`config.mk`:
```
export PLATFORM = sky130hd
export DESIGN_NAME = uart_tx
export DESIGN_NICKNAME = d
export VERILOG_FILES = /design/src/c51_pkg.sv /design/src/uart_tx.sv
export SDC_FILE = /design/constraint.sdc
export NUM_CORES = 1
export LEC_CHECK = 0
export BUFFER_PORTS_ARGS = -buffer_cell sky130_fd_sc_hd__buf_4
export CORE_MARGIN = 1.5
export CORE_UTILIZATION = 35
export CTS_CLUSTER_DIAMETER = 30
export DETAILED_ROUTE_END_ITERATION = 7
export PLACE_DENSITY = 0.66
export RECOVER_POWER = 25
export SETUP_SLACK_MARGIN = 0.1
export SLEW_MARGIN = 30
export SYNTH_ARGS = -nofsm -noshare
export SYNTH_HDL_FRONTEND = slang
export SYNTH_SLANG_ARGS = --single-unit
```
`constraint.sdc`:
```
create_clock -name i_clk -period 1.95 [get_ports i_clk]
set_input_delay 0.0975 -clock i_clk [delete_from_list [all_inputs] [get_ports i_clk]]
set_output_delay 0.0975 -clock i_clk [all_outputs]
set_load 0.02 [all_outputs]
```
`src/c51_pkg.sv`:
```
`default_nettype none

package c51_pkg;

   ////////////////////////////////////////////////////////////
   // widths and base types

   localparam int pc_w   = 10;   // 1k code space
   localparam int byte_w = 8;
   localparam int dptr_w = 16;
   localparam int grp_w  = 5;    // upper opcode bits of the rn forms

   typedef logic [pc_w-1:0]   pc_t;
   typedef logic [byte_w-1:0] byte_t;
   typedef logic [dptr_w-1:0] dptr_t;

   // rn view of an opcode byte
   typedef struct packed {
      logic [grp_w-1:0]        grp;
      logic [byte_w-grp_w-1:0] idx;
   } rn_op_t;

   typedef union packed {
      byte_t  full;
      rn_op_t rn;
   } opcode_u;

   // one issued instruction, fetch to execute
   typedef struct packed {
      opcode_u op;
      byte_t   b1;
      byte_t   b2;
      pc_t     next_pc;   // pc after the last operand byte
   } instr_t;

   typedef struct packed {
      logic taken;
      pc_t  target;
   } redirect_t;

   typedef enum logic [2:0] {
      st_fetch,
      st_decode0,
      st_decode1,
      st_decode2,
      st_execute
   } core_state_e;

   ////////////////////////////////////////////////////////////
   // opcodes, full byte

   localparam byte_t op_nop          = 8'h00;
   localparam byte_t op_inc_a        = 8'h04;
   localparam byte_t op_dec_a        = 8'h14;
   localparam byte_t op_add_a_imm    = 8'h24;
   localparam byte_t op_jc           = 8'h40;
   localparam byte_t op_jnc          = 8'h50;
   localparam byte_t op_jz           = 8'h60;
   localparam byte_t op_jnz          = 8'h70;
   localparam byte_t op_mov_a_imm    = 8'h74;
   localparam byte_t op_sjmp         = 8'h80;
   localparam byte_t op_mov_dptr_imm = 8'h90;
   localparam byte_t op_subb_a_imm   = 8'h94;
   localparam byte_t op_clr_c        = 8'hC3;
   localparam byte_t op_setb_c       = 8'hD3;
   localparam byte_t op_movx_a_dptr  = 8'hE0;
   localparam byte_t op_clr_a        = 8'hE4;
   localparam byte_t op_movx_dptr_a  = 8'hF0;
   localparam byte_t op_cpl_a        = 8'hF4;

   // rn forms, group only
   localparam logic [grp_w-1:0] op_add_a_rn   = 5'b00101;   // 28..2f
   localparam logic [grp_w-1:0] op_mov_rn_imm = 5'b01111;   // 78..7f
   localparam logic [grp_w-1:0] op_subb_a_rn  = 5'b10011;   // 98..9f
   localparam logic [grp_w-1:0] op_djnz_rn    = 5'b11011;   // d8..df
   localparam logic [grp_w-1:0] op_mov_a_rn   = 5'b11101;   // e8..ef
   localparam logic [grp_w-1:0] op_mov_rn_a   = 5'b11111;   // f8..ff

   // movx map
   localparam dptr_t TX_DATA_ADDR = 16'h0201;
   localparam dptr_t TX_STAT_ADDR = 16'h0200;

endpackage

`default_nettype wire

```
`src/uart_tx.sv`:
```
`timescale 1ns/1ps
`default_nettype none

module uart_tx #(
   parameter int CLKS_PER_BIT = 104
) (
   input  logic           i_clk,
   input  logic           i_nrst,
   input  c51_pkg::byte_t i_byte,
   input  logic           i_valid,
   output logic           o_ready,
   output logic           o_busy,
   output logic           o_tx
);

   localparam int               cnt_w    = $clog2(CLKS_PER_BIT);
   localparam logic [cnt_w-1:0] cnt_full = cnt_w'(CLKS_PER_BIT - 1);

   typedef enum logic [1:0] {tx_idle, tx_start, tx_send} tx_state_e;

   tx_state_e        state;
   logic [cnt_w-1:0] cnt;
   logic [3:0]       bit_cnt;   // 8 data bits then stop
   c51_pkg::byte_t   shift;
   logic             tick;

   assign tick    = (cnt == cnt_full);
   assign o_ready = (state == tx_idle);
   assign o_busy  = (state != tx_idle);
   assign o_tx    = (state == tx_idle)  ? 1'b1 :
                    (state == tx_start) ? 1'b0 :
                                          shift[0];

   always_ff @(posedge i_clk or negedge i_nrst) begin
      if (!i_nrst) begin
         state   <= tx_idle;
         cnt     <= '0;
         bit_cnt <= '0;
      end else begin
         cnt <= tick ? '0 : cnt + 1'b1;
         case (state)
            tx_idle: begin
               cnt     <= '0;
               bit_cnt <= '0;
               if (i_valid) state <= tx_start;
            end
            tx_start: if (tick) state <= tx_send;
            tx_send: if (tick) begin
               bit_cnt <= bit_cnt + 1'b1;
               if (bit_cnt == 4'd8) state <= tx_idle;   // stop bit done
            end
            default: state <= tx_idle;
         endcase
      end
   end

   // ones shift in behind the data, so bit 8 is the stop level
   always_ff @(posedge i_clk) begin
      if (o_ready && i_valid) begin
         shift <= i_byte;
      end else if (state == tx_send && tick) begin
         shift <= {1'b1, shift[7:1]};
      end
   end

endmodule

`default_nettype wire

```
Word level (Yosys, flattened, before mapping):

Cells that the tools add are included.
Widths: inputs -> output; s select.

* eq/ne operators: 8
* muxes and demuxes: 13
* $add $sub $neg: 2
* reduce and logical (&&, ||, !) cells: 8

Operator list (number)
* $mux 8: 2
* $mux 7: 2
* $mux 2: 4
* $ne 2x2->1 const B: 4
* $pmux 4 s2: 1
* $add 7x1->7 const B: 1
* $eq 7x7->1 const B: 1
* $pmux 2 s3: 1
* $reduce_bool 2->1: 3
* $add 4x1->4 const B: 1
* $eq 4x4->1 const B: 1
* $mux 4: 1
* $reduce_and 4->1: 1
* $eq 2x1->1 const B: 1
* $eq 2x2->1 const B: 1
* $logic_and 1x1->1: 2
* $logic_not 2->1: 1
* $mux 1: 2
* $reduce_and 2->1: 1

* output and inout port bits: 3
* bits in registers: 21
* bits of input ports: 11

Logic depth before layout (Yosys ltp):

Gate-level depths: netlist of the first run.

* word-level depth: 4
* depth in mapped cells: 7
* gate-level depth less buffers: 5

Worst setup path after synthesis of the first run:

No wires, ideal clock.

* path type: register -> register
* start: register cnt[0]
* end: register shift[0] (enable)
* buffers on the path: 1
* setup time: 375 ps
* slack: 115 ps
* clock period less this slack: 1835 ps
* required time: 1575 ps
* cell stages (with the launch flop): 6
* arrival time: 1460 ps
* cell sequence: dfrtp_1 -> ha_1 -> and3_1 -> clkbuf_1 -> nand3_1 -> a21oi_1

* cells in the longest elaborated chain, start to end: 3

RTL lines
* start, declared: line uart_tx.sv:22 `logic [cnt_w-1:0] cnt;`
* start signal, assigned: line uart_tx.sv:40 `cnt <= tick ? '0 : cnt + 1'b1;`
* $eq 7x7->1: line uart_tx.sv:27 `assign tick = (cnt == cnt_full);`
* $logic_and 1x1->1: line uart_tx.sv:61 `end else if (state == tx_send && tick) begin`
* $reduce_bool 2->1 (no line)
* end signal, assigned: line uart_tx.sv:60 `shift <= i_byte;`
* end signal, assigned: line uart_tx.sv:62 `shift <= {1'b1, shift[7:1]};`
* end, declared: line uart_tx.sv:24 `c51_pkg::byte_t shift;`

Every way passes these cells.
A chain may end at the register's enable or synchronous reset.

Final worst setup path of the first run:

* start: register state[0]
* end: register shift[6] (data pin)

* cells in the longest elaborated chain, start to end: 3

RTL lines
* start, declared: line uart_tx.sv:21 `tx_state_e state;`
* start signal, assigned: line uart_tx.sv:36 `state <= tx_idle;`
* start signal, assigned: line uart_tx.sv:45 `if (i_valid) state <= tx_start;`
* start signal, assigned: line uart_tx.sv:47 `tx_start: if (tick) state <= tx_send;`
* $logic_not 2->1: line uart_tx.sv:28 `assign o_ready = (state == tx_idle);`
* $logic_and 1x1->1: line uart_tx.sv:59 `if (o_ready && i_valid) begin`
* $mux 8: line uart_tx.sv:59

Every way passes these cells.

==> results.md, run 1 <==
- The flow ran to the end, and the final reports show no timing, DRC or antenna violations.
- Global routing consumed, on the met1 layer, 17.56% of the routing resources.
- TritonCTS created 3 clock buffers.
- The synthesized design spends more area on one cell type than any other, namely dfrtp_1.
- The net count of the mapped netlist is 111.
- Input and output buffers added on the ports amount to 13.
- The type of the setup path with the least slack is reg2reg.
- By count the netlist is led by 13 x dfrtp_1, 12 x nand2_1, 8 x edfxtp_1, 7 x mux2_4, 6 x nand3_1.
- The peak per-stage delay on the critical path is 470 ps.
- The total negative slack is 0 ps.
- The cell area that synthesis handed to floorplanning was 1120 um^2.
- Sorting the synthesized cells by area gives the leading types as dfrtp_1 29%, edfxtp_1 21%, mux2_4 9.4%, nand2_1 4.0%, ha_1 3.4%.
- Summed over all layers, the global routing overflow is 0.
- Yosys instantiated no cell more often than dfrtp_1.
- Sequential cells were found to cover between 50% and 60% of the synthesized design area.
- For this run, design rule violations remaining after detail routing come to 0.
- In this run the worst path has a maximum fanout of 9.
- In the final routed layout, each cell accounts on average for 12.32 um.
- In this run the core area contains 20 standard-cell rows.
- The cell area after placement is 1246 um^2.
- The I/O pin count is 14.
- The required arrival time at the worst endpoint is 2020 ps.
- The finished cells cover 1282 um^2.
- The number of hold buffers added after CTS was 1.
- The detailed router placed roughly 800 vias in this run.
- The die covers approximately 3500 um^2.
- Max-cap violations in this run came to 0.
- The arrival time at the worst endpoint is 1780 ps.
- The overall fraction of global-route tracks in use is 12.49%.
- The minimum hold slack is 42.45 ps.
- In this run, placement finished with an instance count of 152.
- The signal on the critical path passes through or2_1 > inv_6 > and2_4 > mux2_4.
- The final cycle utilization of the critical path is between 80% and 90%.
- The first-pass iteration count of the detailed router is 6.
- The cell chosen for the clock root is clkbuf_4.
- The count of endpoints failing hold in the final timing report is 0.
- For this design the ratio of total power to cell area is 539.8 nW/um^2.
- The met2 track utilization from global routing is 19.00%.
- Setup violations remaining at the end of the flow were counted as 0.
- The kind of start point of the critical path is a flop.
- The count of cells in the finished layout, fillers not included, comes to around 160.
- For this run, the leading register cell type out of synthesis is dfrtp_1.
- The number of enable-type register cells in the synthesized netlist is 8.
- The first global-routing pass estimated about 3.4 mm of wire.
- The fraction of registers with async set or reset after synthesis is between 60% and 70%.
- The total buffers and inverters traversed by the critical path is 1.
- The number of H-tree levels is 1.
- For this block, the initial DRC count from the detailed router was slightly below 90.
- The count of nets left with antenna violations once routing finished came out at 0.
- Timing would allow up to 0.5845 GHz.
- The CTS tree is built.
- Grouping stages by cell kind, the critical path spends the most delay in simple AND/OR/NAND/NOR gates.
- The layout overhead on the synthesized area is 14.53%.
- The via count of the first global-routing pass was 720.
- The maximum number of pins on one net before global-route repair is 14.
- After synthesis the netlist holds a flip-flop and latch count of 21.
- The count of buffers added by post-CTS timing repair for setup is 0.
- The worst setup path is captured at a flop.
- Once the clock tree was built, the resizer swapped 0 gates to a different size.
- The count of synthesis-stage warnings from yosys is 0.
- The net count reported at finish is 128.
- The slowest stage of the critical path is the dfrtp_1 cell.
- The number of distinct library cells after synthesis is 34.
- The worst ir drop on vdd is 0.0002736 V.
- Setup repair after global routing left no endpoint under its margin.
- The total count of max-transition violations in the final report is 0.
- At the pin with the least slew margin, the transition time is 743.4 ps.
- The maximum count of clock buffers along a single path is 2.
- The initial utilization of the core area, before any placement, comes to 36.68%.
- The setup skew after layout is 3.907 ps.
- Counting every sink on the clock net gives 21.
- The clock-pin slew of the registers on the worst-case setup and hold paths is ~120 ps.
- 0 antenna diodes ended up in the layout.
- The total length of routed wires is 1.935 mm.
- The clock network latency to the later pin of the worst-skew pair is 300 ps.
- The detailed-route vias per instance is 5.121.
- The global routing stage identified its most utilized layer as met2.
- Of the post-synthesis cell area, the dominant cell type holds 29.05%.
- The region available for standard cell placement spans 3053 um^2.
- In the final layout, the share of cells above drive strength 1 is 26.55%.
- Routability-driven placement finished with a final weighted congestion of 0.8420.
- Detailed placement finished with a half-perimeter wire length of 1.424 mm.
- The initial antenna violation count is 0.
- A synthesized cell averages between 10 and 15 um^2.
- The worst pin sits at a relative slew slack of 50.44%.
- The clock period minus final worst setup slack is between 1500 and 2000 ps.
- Global routing used 3.930% of the available met3 tracks.
- The worst hold-check path type is in2reg.
- The floorplan die height is 59.57 um.
- The leakage power is 0.4725 nW.
- Synthesis produced a netlist whose cell count is 97.
- The width of the chip is 59.57 um.
## worst paths after layout
kind,to,start,slack (ps),depth (start not counted)
min reg2reg,cnt[0]$_DFF_PN0_,cnt[0]$_DFF_PN0_,470,1
max,shift[6]$_DFFE_PP_,state[0]$_DFFE_PN0P_,240,4
max reg2reg,shift[6]$_DFFE_PP_,state[0]$_DFFE_PN0P_,240,4
min,shift[7]$_SDFFCE_PN1P_,i_byte[7],40,2
min in group asynchronous,bit_cnt[0]$_DFFE_PN0P_,i_nrst,350,2
max in group asynchronous,cnt[2]$_DFF_PN0_,i_nrst,1130,2
## layout make-up
cell class	instances	area, um^2
Clock buffer	3	22.52
Clock inverter	1	7.507
Fill cell	313	1770
Inverter	5	23.77
Multi-Input combinational cell	67	489.2
Sequential cell	21	565.5
Tap cell	44	55.05
Timing Repair Buffer	16	118.9
## cell families (layout without fill, tap and decap cells)
family / Yosys count / in the layout / synth area share (%)
compound gates: 16 / 16 / 10.50
xor+xnor: 3 / 3 / 2.347
buf+inv: 9 / 25 / 5.809
simple gates: 38 / 38 / 18.10
fa+ha+maj: 3 / 3 / 3.352
mux: 7 / 7 / 9.385
flops: 21 / 21 / 50.50
## sequential cells by signal, indices dropped and copies added, names as in the netlist
name / cells
bit_cnt: 4
shift: 8
state: 2
cnt: 7
## stage by stage
step                      setup slack (ps)  utilization, %  power [W]
after floorplan                      114.6               -  0.0004658
after global placement               273.0           40.82  0.0004865
after detailed placement             244.7           40.82  0.0004873
after CTS                            234.0           42.13  0.0007050
after global routing                 161.5           42.01  0.0007247
final                                239.2           42.01  0.0006922
## layout by cell type (no fill, tap or decap), types with 2 or more instances in the layout
| cell | Yosys | final |
|---|---|---|
| and3_1 | 3 | 3 |
| nand3_1 | 6 | 6 |
| a21oi_1 | 3 | 3 |
| buf_4 | 0 | 14 |
| a31o_2 | 2 | 2 |
| o211ai_1 | 2 | 2 |
| xnor2_1 | 2 | 2 |
| dfrtp_1 | 13 | 13 |
| edfxtp_1 | 8 | 8 |
| ha_1 | 3 | 3 |
| clkbuf_4 | 0 | 3 |
| mux2_4 | 7 | 7 |
| nor3_1 | 2 | 2 |
| nor2_1 | 3 | 3 |
| o311ai_1 | 4 | 4 |
| nand2b_1 | 3 | 3 |
| nand2_1 | 12 | 12 |
| inv_1 | 4 | 4 |
| nor2b_1 | 2 | 2 |
## worst register-to-register path, delay by kind of cell, from the launching register on
kind                   cells  cell delay (ps)
buffers and inverters      1              120
AND/OR/NAND/NOR            2              590
flip-flops                 1              470
multiplexers               1              310
## routing by layer
metal / up-vias / wire length, um
met1: 391 / 928
met4: 0 / 15
li1: 383 / -
met2: 28 / 897
met5: - / 0
met3: 2 / 94
## power by group
| part | leakage (nW) | internal (W) | switching [W] |
|---|---|---|---|
| clock network | 0.0139 | 0.0000781 | 0.000136 |
| logic | 0.244 | 0.0000138 | 0.00000851 |
| registers | 0.214 | 0.000455 | 0 |
| total | 0.472 | 0.000547 | 0.000145 |
(Power assumes the default switching activity.)
==> inputs of run 2 (changes only) <==
--- a/config.mk
+++ b/config.mk
@@ -5,12 +5,13 @@
 export SDC_FILE = /design/constraint.sdc
 export NUM_CORES = 1
 export LEC_CHECK = 0
+export ABC_CLOCK_PERIOD_IN_PS = 1950
 export BUFFER_PORTS_ARGS = -buffer_cell sky130_fd_sc_hd__buf_4
 export CORE_MARGIN = 1.5
-export CORE_UTILIZATION = 35
+export CORE_UTILIZATION = 25
 export CTS_CLUSTER_DIAMETER = 30
 export DETAILED_ROUTE_END_ITERATION = 7
-export PLACE_DENSITY = 0.66
+export PLACE_DENSITY = 0.53
 export RECOVER_POWER = 25
 export SETUP_SLACK_MARGIN = 0.1
 export SLEW_MARGIN = 30
==> constraint.sdc (replaced) <==
create_clock -name i_clk -period 1.95 [get_ports i_clk]
set_input_delay 0.195 -clock i_clk [delete_from_list [all_inputs] [get_ports i_clk]]
set_output_delay 0.195 -clock i_clk [all_outputs]
set_load 0.02 [all_outputs]
==> run 2 against run 1 <==
  * Register-to-register slack about the same
  * First-iteration DRC count down 77%
  * Setup slack worse by 2.5 ps
  * Utilization down 12 points
  * Hold slack better by 160 ps
  * Via count down 3.0%
  * Fmax down 0.15%
==> results.md, run 2 (same netlist as run 1, synthesis figures left out) <==
- The run finished with clean final reports.
- For this design the ratio of total power to cell area is 580.9 nW/um^2.
- The initial antenna violation count is 0.
- Timing would allow up to 0.5837 GHz.
- The effective utilization at floorplan is 25.90%.
- The worst hold-check path type is in2reg.
- The iteration-0 DRC count of the detailed router is 20.
- The count of input and output buffers is 13.
- The worst setup path is of the reg2reg kind.
- The largest register by flop count is shift.
- The required arrival time at the worst endpoint is slightly below 2000 ps.
- The number of antenna-violating nets in the routed design is 0.
- Across the run, the number of max-cap violations was 0.
- The DRC violation count after routing is 0.
- Counting both buffers and inverters, the worst setup path holds a total of 1.
- The utilization after layout is 30.27%.
- The residual overflow from global routing is 0.
- The worst-case reg-to-reg path depth is 4.
- The largest registers in the layout are shift: 8 flops, cnt: 7 flops, bit_cnt: 4 flops.
- The count of endpoints failing hold in the final timing report is 0.
- In this run the static leakage power is 0.4807 nW.
- STA classifies the critical path startpoint as a flop.
- The detail-routed net length per standard cell is 13.39 um.
- The headroom to the max-slew limit is 49.52%.
- In this run the clock root is driven by a clkbuf_8.
- Walking the worst path, the cells encountered are or2_1 > inv_6 > and2_4 > mux2_4.
- Data on the critical path arrives at its endpoint at approximately 1700 ps.
- The sequential cell area is 565.5 um^2.
- The routed layout has 780 vias.
- The commonest non-fill, non-tap cell in the layout is buf_4.
- In this run the most critical hold path is launched from i_byte[7].
- The total length of routed wires is approximately 2.2 mm.
- The clock-pin slew of the registers on the worst-case setup and hold paths is 80 ps.
- For the finished layout, the period the worst path requires is roughly 1700 ps.
- The final layout contains 128 nets.
- The global-route wire length before repair is 3.781 mm.
- In the layout the commonest cells are 14 x buf_4, 13 x dfrtp_1, 12 x nand2_1, 8 x edfxtp_1, 7 x mux2_4.
- The peak per-stage delay on the critical path is 450 ps.
- In the final layout, the share of cells above drive strength 1 is 26.55%.
- The sink count of the clock tree is 21.
- For hold timing, the worst endpoint is shift[7]$_SDFFCE_PN1P_.
- The overall fraction of global-route tracks in use is 9.569%.
- At the later pin of the worst-skew pair, clock insertion delay measures 250 ps.
- In this run the number of H-tree levels came out at 1.
- The setup skew after layout is approximately 2.7 ps.
- Of all nets on the critical path, the largest fanout is 9.
- The critical path endpoint category is a flop.
- Along the worst hold path, the cell count comes to 2.
- The final critical path takes up 87.86% of the cycle.
- For the pin with the worst max-slew slack, the measured transition is 757.1 ps.
- The capture point of the worst reg-to-reg path is shift[4]$_DFFE_PP_.
- The repair_antennas step left the layout with diodes totalling 0.
- Setup repair after global routing left no endpoint under its margin.
- The I/O pin count is 14.
- The count of filler cells inserted in the layout is between 400 and 500.
- TritonCTS built the clock tree.
- Detailed placement ended at an HPWL of approximately 1.7 mm.
- The die covers around 5000 um^2.
- The die is 69.93 um wide.
- The setup slack of the most critical reg-to-reg path is 240 ps.
- The worst ir drop on vdd is 0.0003317 V.
- The area growth from synthesis to layout is 16.87%.
- The floorplan die height is 69.93 um.
- The total count of max-transition violations in the final report is 0.
- The flip-flop count of the largest register, all copies and words added is 8.
- Entering global routing, the biggest net connects 14 pins.
- The pre-antenna-repair detailed-routing pass consisted of 2 iterations.
- The startpoint identified for the worst register-to-register timing path is state[0]$_DFFE_PN0P_.
- The total negative slack is 0 ps.
- The clock passes through at most 2 buffers.
- The via count of the first global-routing pass is 791.
- Summing all multi-input logic gate instances after layout gives around 500 um^2.
- At the end of routability-driven placement, the weighted congestion stood at approximately 0.76.
- The total CTS buffers is 3.
- In this run the standard cell core region covers 4324 um^2.
- Setup violations remaining at the end of the flow were counted as 0.
- In the routed layout, each cell is associated on average with a via count of 4.727.
- The cell row count is 24.
- The count of buffers added by post-CTS timing repair for setup is 0.
- The slowest cell on the critical path is dfrtp_1.
- On the critical path the largest part of the delay comes from simple AND/OR/NAND/NOR gates.
==> run 2: power breakdown <==
group	leakage, nW	internal [W]	switching [W]
Clock	0.0228	0.000145	0.000137
Combinational	0.244	0.0000138	0.00000910
Sequential	0.214	0.000455	0
==> run 2: routing by layer <==
metal	vias up	GRT usage, %	share of wire (%)
met5	-	0	0
met2	12	15.87	47
met4	0	1.923	0
met1	385	13.05	50
met3	0	1.876	2.7
li1	383	-	-
==> run 2: worst max path at each step <==
stage / startpoint / endpoint / slack (ps) / cells past startpoint
finish: state[0]$_DFFE_PN0P_ / shift[4]$_DFFE_PP_ / 240 / 4
global route: state[0]$_DFFE_PN0P_ / shift[4]$_DFFE_PP_ / 160 / 4
CTS: state[0]$_DFFE_PN0P_ / shift[4]$_DFFE_PP_ / 230 / 4
detailed placement: state[0]$_DFFE_PN0P_ / shift[4]$_DFFE_PP_ / 230 / 4
global placement: state[0]$_DFFE_PN0P_ / shift[3]$_DFFE_PP_ / 270 / 4
floorplan: cnt[0]$_DFF_PN0_ / shift[0]$_DFFE_PP_ / 110 / 5
==> run 2: layout make-up <==
type                    instances  area share, %
clock buffers                   4          3.442
flip-flops and latches         21          43.21
well taps                      52          4.971
multi-input cells              67          37.48
inverters                       5          1.816
repair buffers                 16          9.082
==> run 2: stage by stage <==
| step | hold WS (ps) | total power, W | instances | worst slack (ps) | area (um^2) |
|---|---|---|---|---|---|
| final | 199.3 | 0.0007602 | 165 | 236.7 | 1309 |
| after global routing | 205.8 | 0.0007864 | 165 | 158.9 | 1309 |
| after CTS | 193.9 | 0.0007717 | 165 | 227.6 | 1311 |
| after detailed placement | 53.35 | 0.0004876 | 160 | 233.7 | 1256 |
| after global placement | 49.32 | 0.0004866 | 160 | 271.7 | 1256 |
| after floorplan | -100.6 | 0.0004658 | 97 | 114.6 | 1120 |
==> run 2: worst register-to-register path, delay by kind of cell, from the launching register on <==
kind	cells	cell delay, ps
multiplexers	1	320
AND/OR/NAND/NOR	2	590
buffers and inverters	1	120
flip-flops	1	450
==> run 2: repair_timing <==
item,CTS,global route
hold buffers,1,0
gates resized for setup,0,1
endpoints found under the hold margin,13,0
setup endpoints to repair,0,3
==> inputs of run 3 (changes only) <==
--- a/config.mk
+++ b/config.mk
@@ -7,6 +7,7 @@
 export LEC_CHECK = 0
 export ABC_CLOCK_PERIOD_IN_PS = 1950
 export BUFFER_PORTS_ARGS = -buffer_cell sky130_fd_sc_hd__buf_4
+export CORE_ASPECT_RATIO = 1.75
 export CORE_MARGIN = 1.5
 export CORE_UTILIZATION = 25
 export CTS_CLUSTER_DIAMETER = 30
==> run 3 against run 2 <==
  * Hold slack improved by 24 ps
  * Cell area grew 0.96%
  * Global-route usage up 1.8 points
  * Power down 0.49%
  * Sequential power about the same
  * Register-to-register slack is essentially flat
  * Critical path type unchanged
  * Sequential share of layout area shrank 0.41 points
  * Clock power is essentially flat
  * Largest power group unchanged
==> results.md, run 3 (same netlist as run 1, synthesis figures left out) <==
- The first detailed-routing pass ran for 4 iterations.
- The required arrival time at the worst endpoint is 1960 ps.
- The overall fraction of global-route tracks in use is between 10% and 20%.
- Entering global routing, the biggest net connects 14 pins.
- After floorplanning, the core was sized to cover 4364 um^2.
- The clock period minus final worst setup slack is ~1700 ps.
- The worst pin sits at a relative slew slack of 50.46%.
- TritonCTS built the clock tree.
- The arrival time at the worst endpoint is around 1700 ps.
- For this configuration, the core starts out at a cell density of about a quarter.
- The I/O pin count is 14.
- The slowest cell on the critical path is dfrtp_1.
- The first global-routing pass estimated 4.112 mm of wire.
- The register with the most flip-flops in the layout has 8 of them.
- The initial antenna violation count is 0.
- The type of the setup path with the least slack is reg2reg.
- Clock-pin slew was measured on the worst setup and hold paths at approximately 70 ps.
- The residual overflow from global routing is 0.
- STA classifies the critical path startpoint as a flop.
- The floorplan die height is 91.54 um.
- The cell chosen for the clock root is clkbuf_8.
- The DRC violation count after routing is 0.
- The count of filler cells inserted in the layout is around 430.
- The via count of the first global-routing pass is 882.
- Using the TritonRoute via totals, the vias-per-cell ratio works out to 4.898.
- In this run the core area contains 32 standard-cell rows.
- The total negative slack is 0 ps.
- The total count of max-transition violations in the final report is 0.
- The routability congestion estimate from global placement is 0.7797.
- The number of setup violations in the final report is 0.
- The count of buffers added on input and output ports is 13.
- Of all nets on the critical path, the largest fanout is 9.
- The count of endpoints failing hold in the final timing report was 0.
- The detail-routed net length per standard cell is 14.34 um.
- After clock tree synthesis, the repair step resized 0 gates.
- Across the VDD grid, the largest voltage drop is ~0.00050 V.
- The post-layout instance count excluding filler cells is 166.
- The repair_antennas step left the layout with diodes totalling 0.
- Setup repair after global routing left no endpoint under its margin.
- The clock network latency to the later pin of the worst-skew pair is 260 ps.
- The die outline area is a little under 5000 um^2.
- The library cell used most frequently in the layout, excluding fill and tap cells, is buf_4.
- After the first detailed-routing iteration, the DRC count stood at 26.
- The leakage power is 0.4922 nW.
- The maximum count of clock buffers along a single path is 2.
- Counting the buffers created by CTS gives 3.
- The width of the chip is 53.59 um.
- The critical path endpoint category is a flop.
- The half-perimeter wire length after placement is 1.892 mm.
- At the pin with the least slew margin, the transition time is 743.0 ps.
- In the final design database the tool counted 130 nets.
- The count of maximum capacitance violations is 0.
- The number of antenna-violating nets in the routed design is 0.
- The overall via count from detail_route is 813.
- Walking the worst path, the cells encountered are or2_1 > inv_6 > and2_4 > mux2_4.
- The count of buffers added by post-CTS timing repair for setup is 0.
- Between clock sinks in the finished design, the worst skew comes to about 6.6 ps.
- The register with the most flip-flops in the final layout is shift.
- In the final layout, the registers with the most flip-flops are shift: 8 flops, cnt: 7 flops, bit_cnt: 4 flops.
- For this run, the top clock speed supported by timing is 0.5805 GHz.
- The sink count of the clock tree is 21.
- In the final layout, the share of cells above drive strength 1 is 26.96%.
- In this design, the stage delay of the slowest critical-path cell is about 450 ps.
- The power density over cell area is 572.5 nW/um^2.
- The layout overhead on the synthesized area is 17.99%.
- The worst hold path belongs to the class in2reg.
- The final critical path takes up 88.34% of the cycle.
- The flow ran to the end, and the final reports show no timing, DRC or antenna violations.
- In this run the number of H-tree levels came out at 1.
- After detailed routing, the total wire length is 2.380 mm.
- The number of placed cells counting well taps is 161.
- The library cells used most frequently in the layout, excluding fill and tap cells, are 16 x buf_4, 13 x dfrtp_1, 12 x nand2_1, 8 x edfxtp_1, 7 x mux2_4.
- The post-cts hold buffer count is 1.
-- run 3: per-stage QoR --
stage	setup WS [ps]	utilization, %	hold slack [ps]	instance area (um^2)	power [W]
floorplan	114.6	-	-100.6	1120	0.0004658
global placement	270.2	29.10	50.82	1270	0.0004867
detailed placement	222.4	29.10	54.05	1270	0.0004873
CTS	212.5	30.36	223.0	1325	0.0007691
global route	161.5	30.28	217.7	1321	0.0007893
finish	227.4	30.28	222.8	1321	0.0007565
-- run 3: critical path: cells and delay by family, from the launching register on --
kind | cells | cell delay [ps]
flip-flops | 1 | 450
multiplexers | 1 | 320
buffers and inverters | 1 | 120
AND/OR/NAND/NOR | 2 | 590
-- run 3: report_power, final --
part	switching, W	total [W]	internal [W]
combinational	0.00000865	0.0000224	0.0000138
clock	0.000133	0.000279	0.000145
sequential	0	0.000455	0.000455
-- run 3: layout make-up --
type | count | area (um^2) | share of cell area, %
clock buffer | 4 | 45.04 | 3.409
inverter | 5 | 23.77 | 1.799
multi-input combinational | 67 | 489.2 | 37.03
sequential | 21 | 565.5 | 42.80
tap | 51 | 63.81 | 4.830
timing repair buffer | 18 | 133.9 | 10.13
-- run 3: worst paths after layout --
kind	from	slack, ps	cells past startpoint	to
min reg2reg	cnt[0]$_DFF_PN0_	490	1	cnt[0]$_DFF_PN0_
max	state[0]$_DFFE_PN0P_	230	4	shift[4]$_DFFE_PP_
max reg2reg	state[0]$_DFFE_PN0P_	230	4	shift[4]$_DFFE_PP_
max in group asynchronous	i_nrst	970	2	bit_cnt[2]$_DFFE_PN0P_
min in group asynchronous	i_nrst	510	2	cnt[4]$_DFF_PN0_
min	i_byte[7]	220	2	shift[7]$_SDFFCE_PN1P_
-- run 3: routing by layer --
layer / global-route usage, % / part of all wire (%) / vias to the layer above / wire length [um]
li1: - / - / 387 / -
met1: 12.32 / 37 / 412 / 877
met2: 21.19 / 60 / 12 / 1439
met3: 1.480 / 1.8 / 2 / 42
met4: 3.846 / 0.84 / 0 / 20
met5: 0 / 0 / - / 0
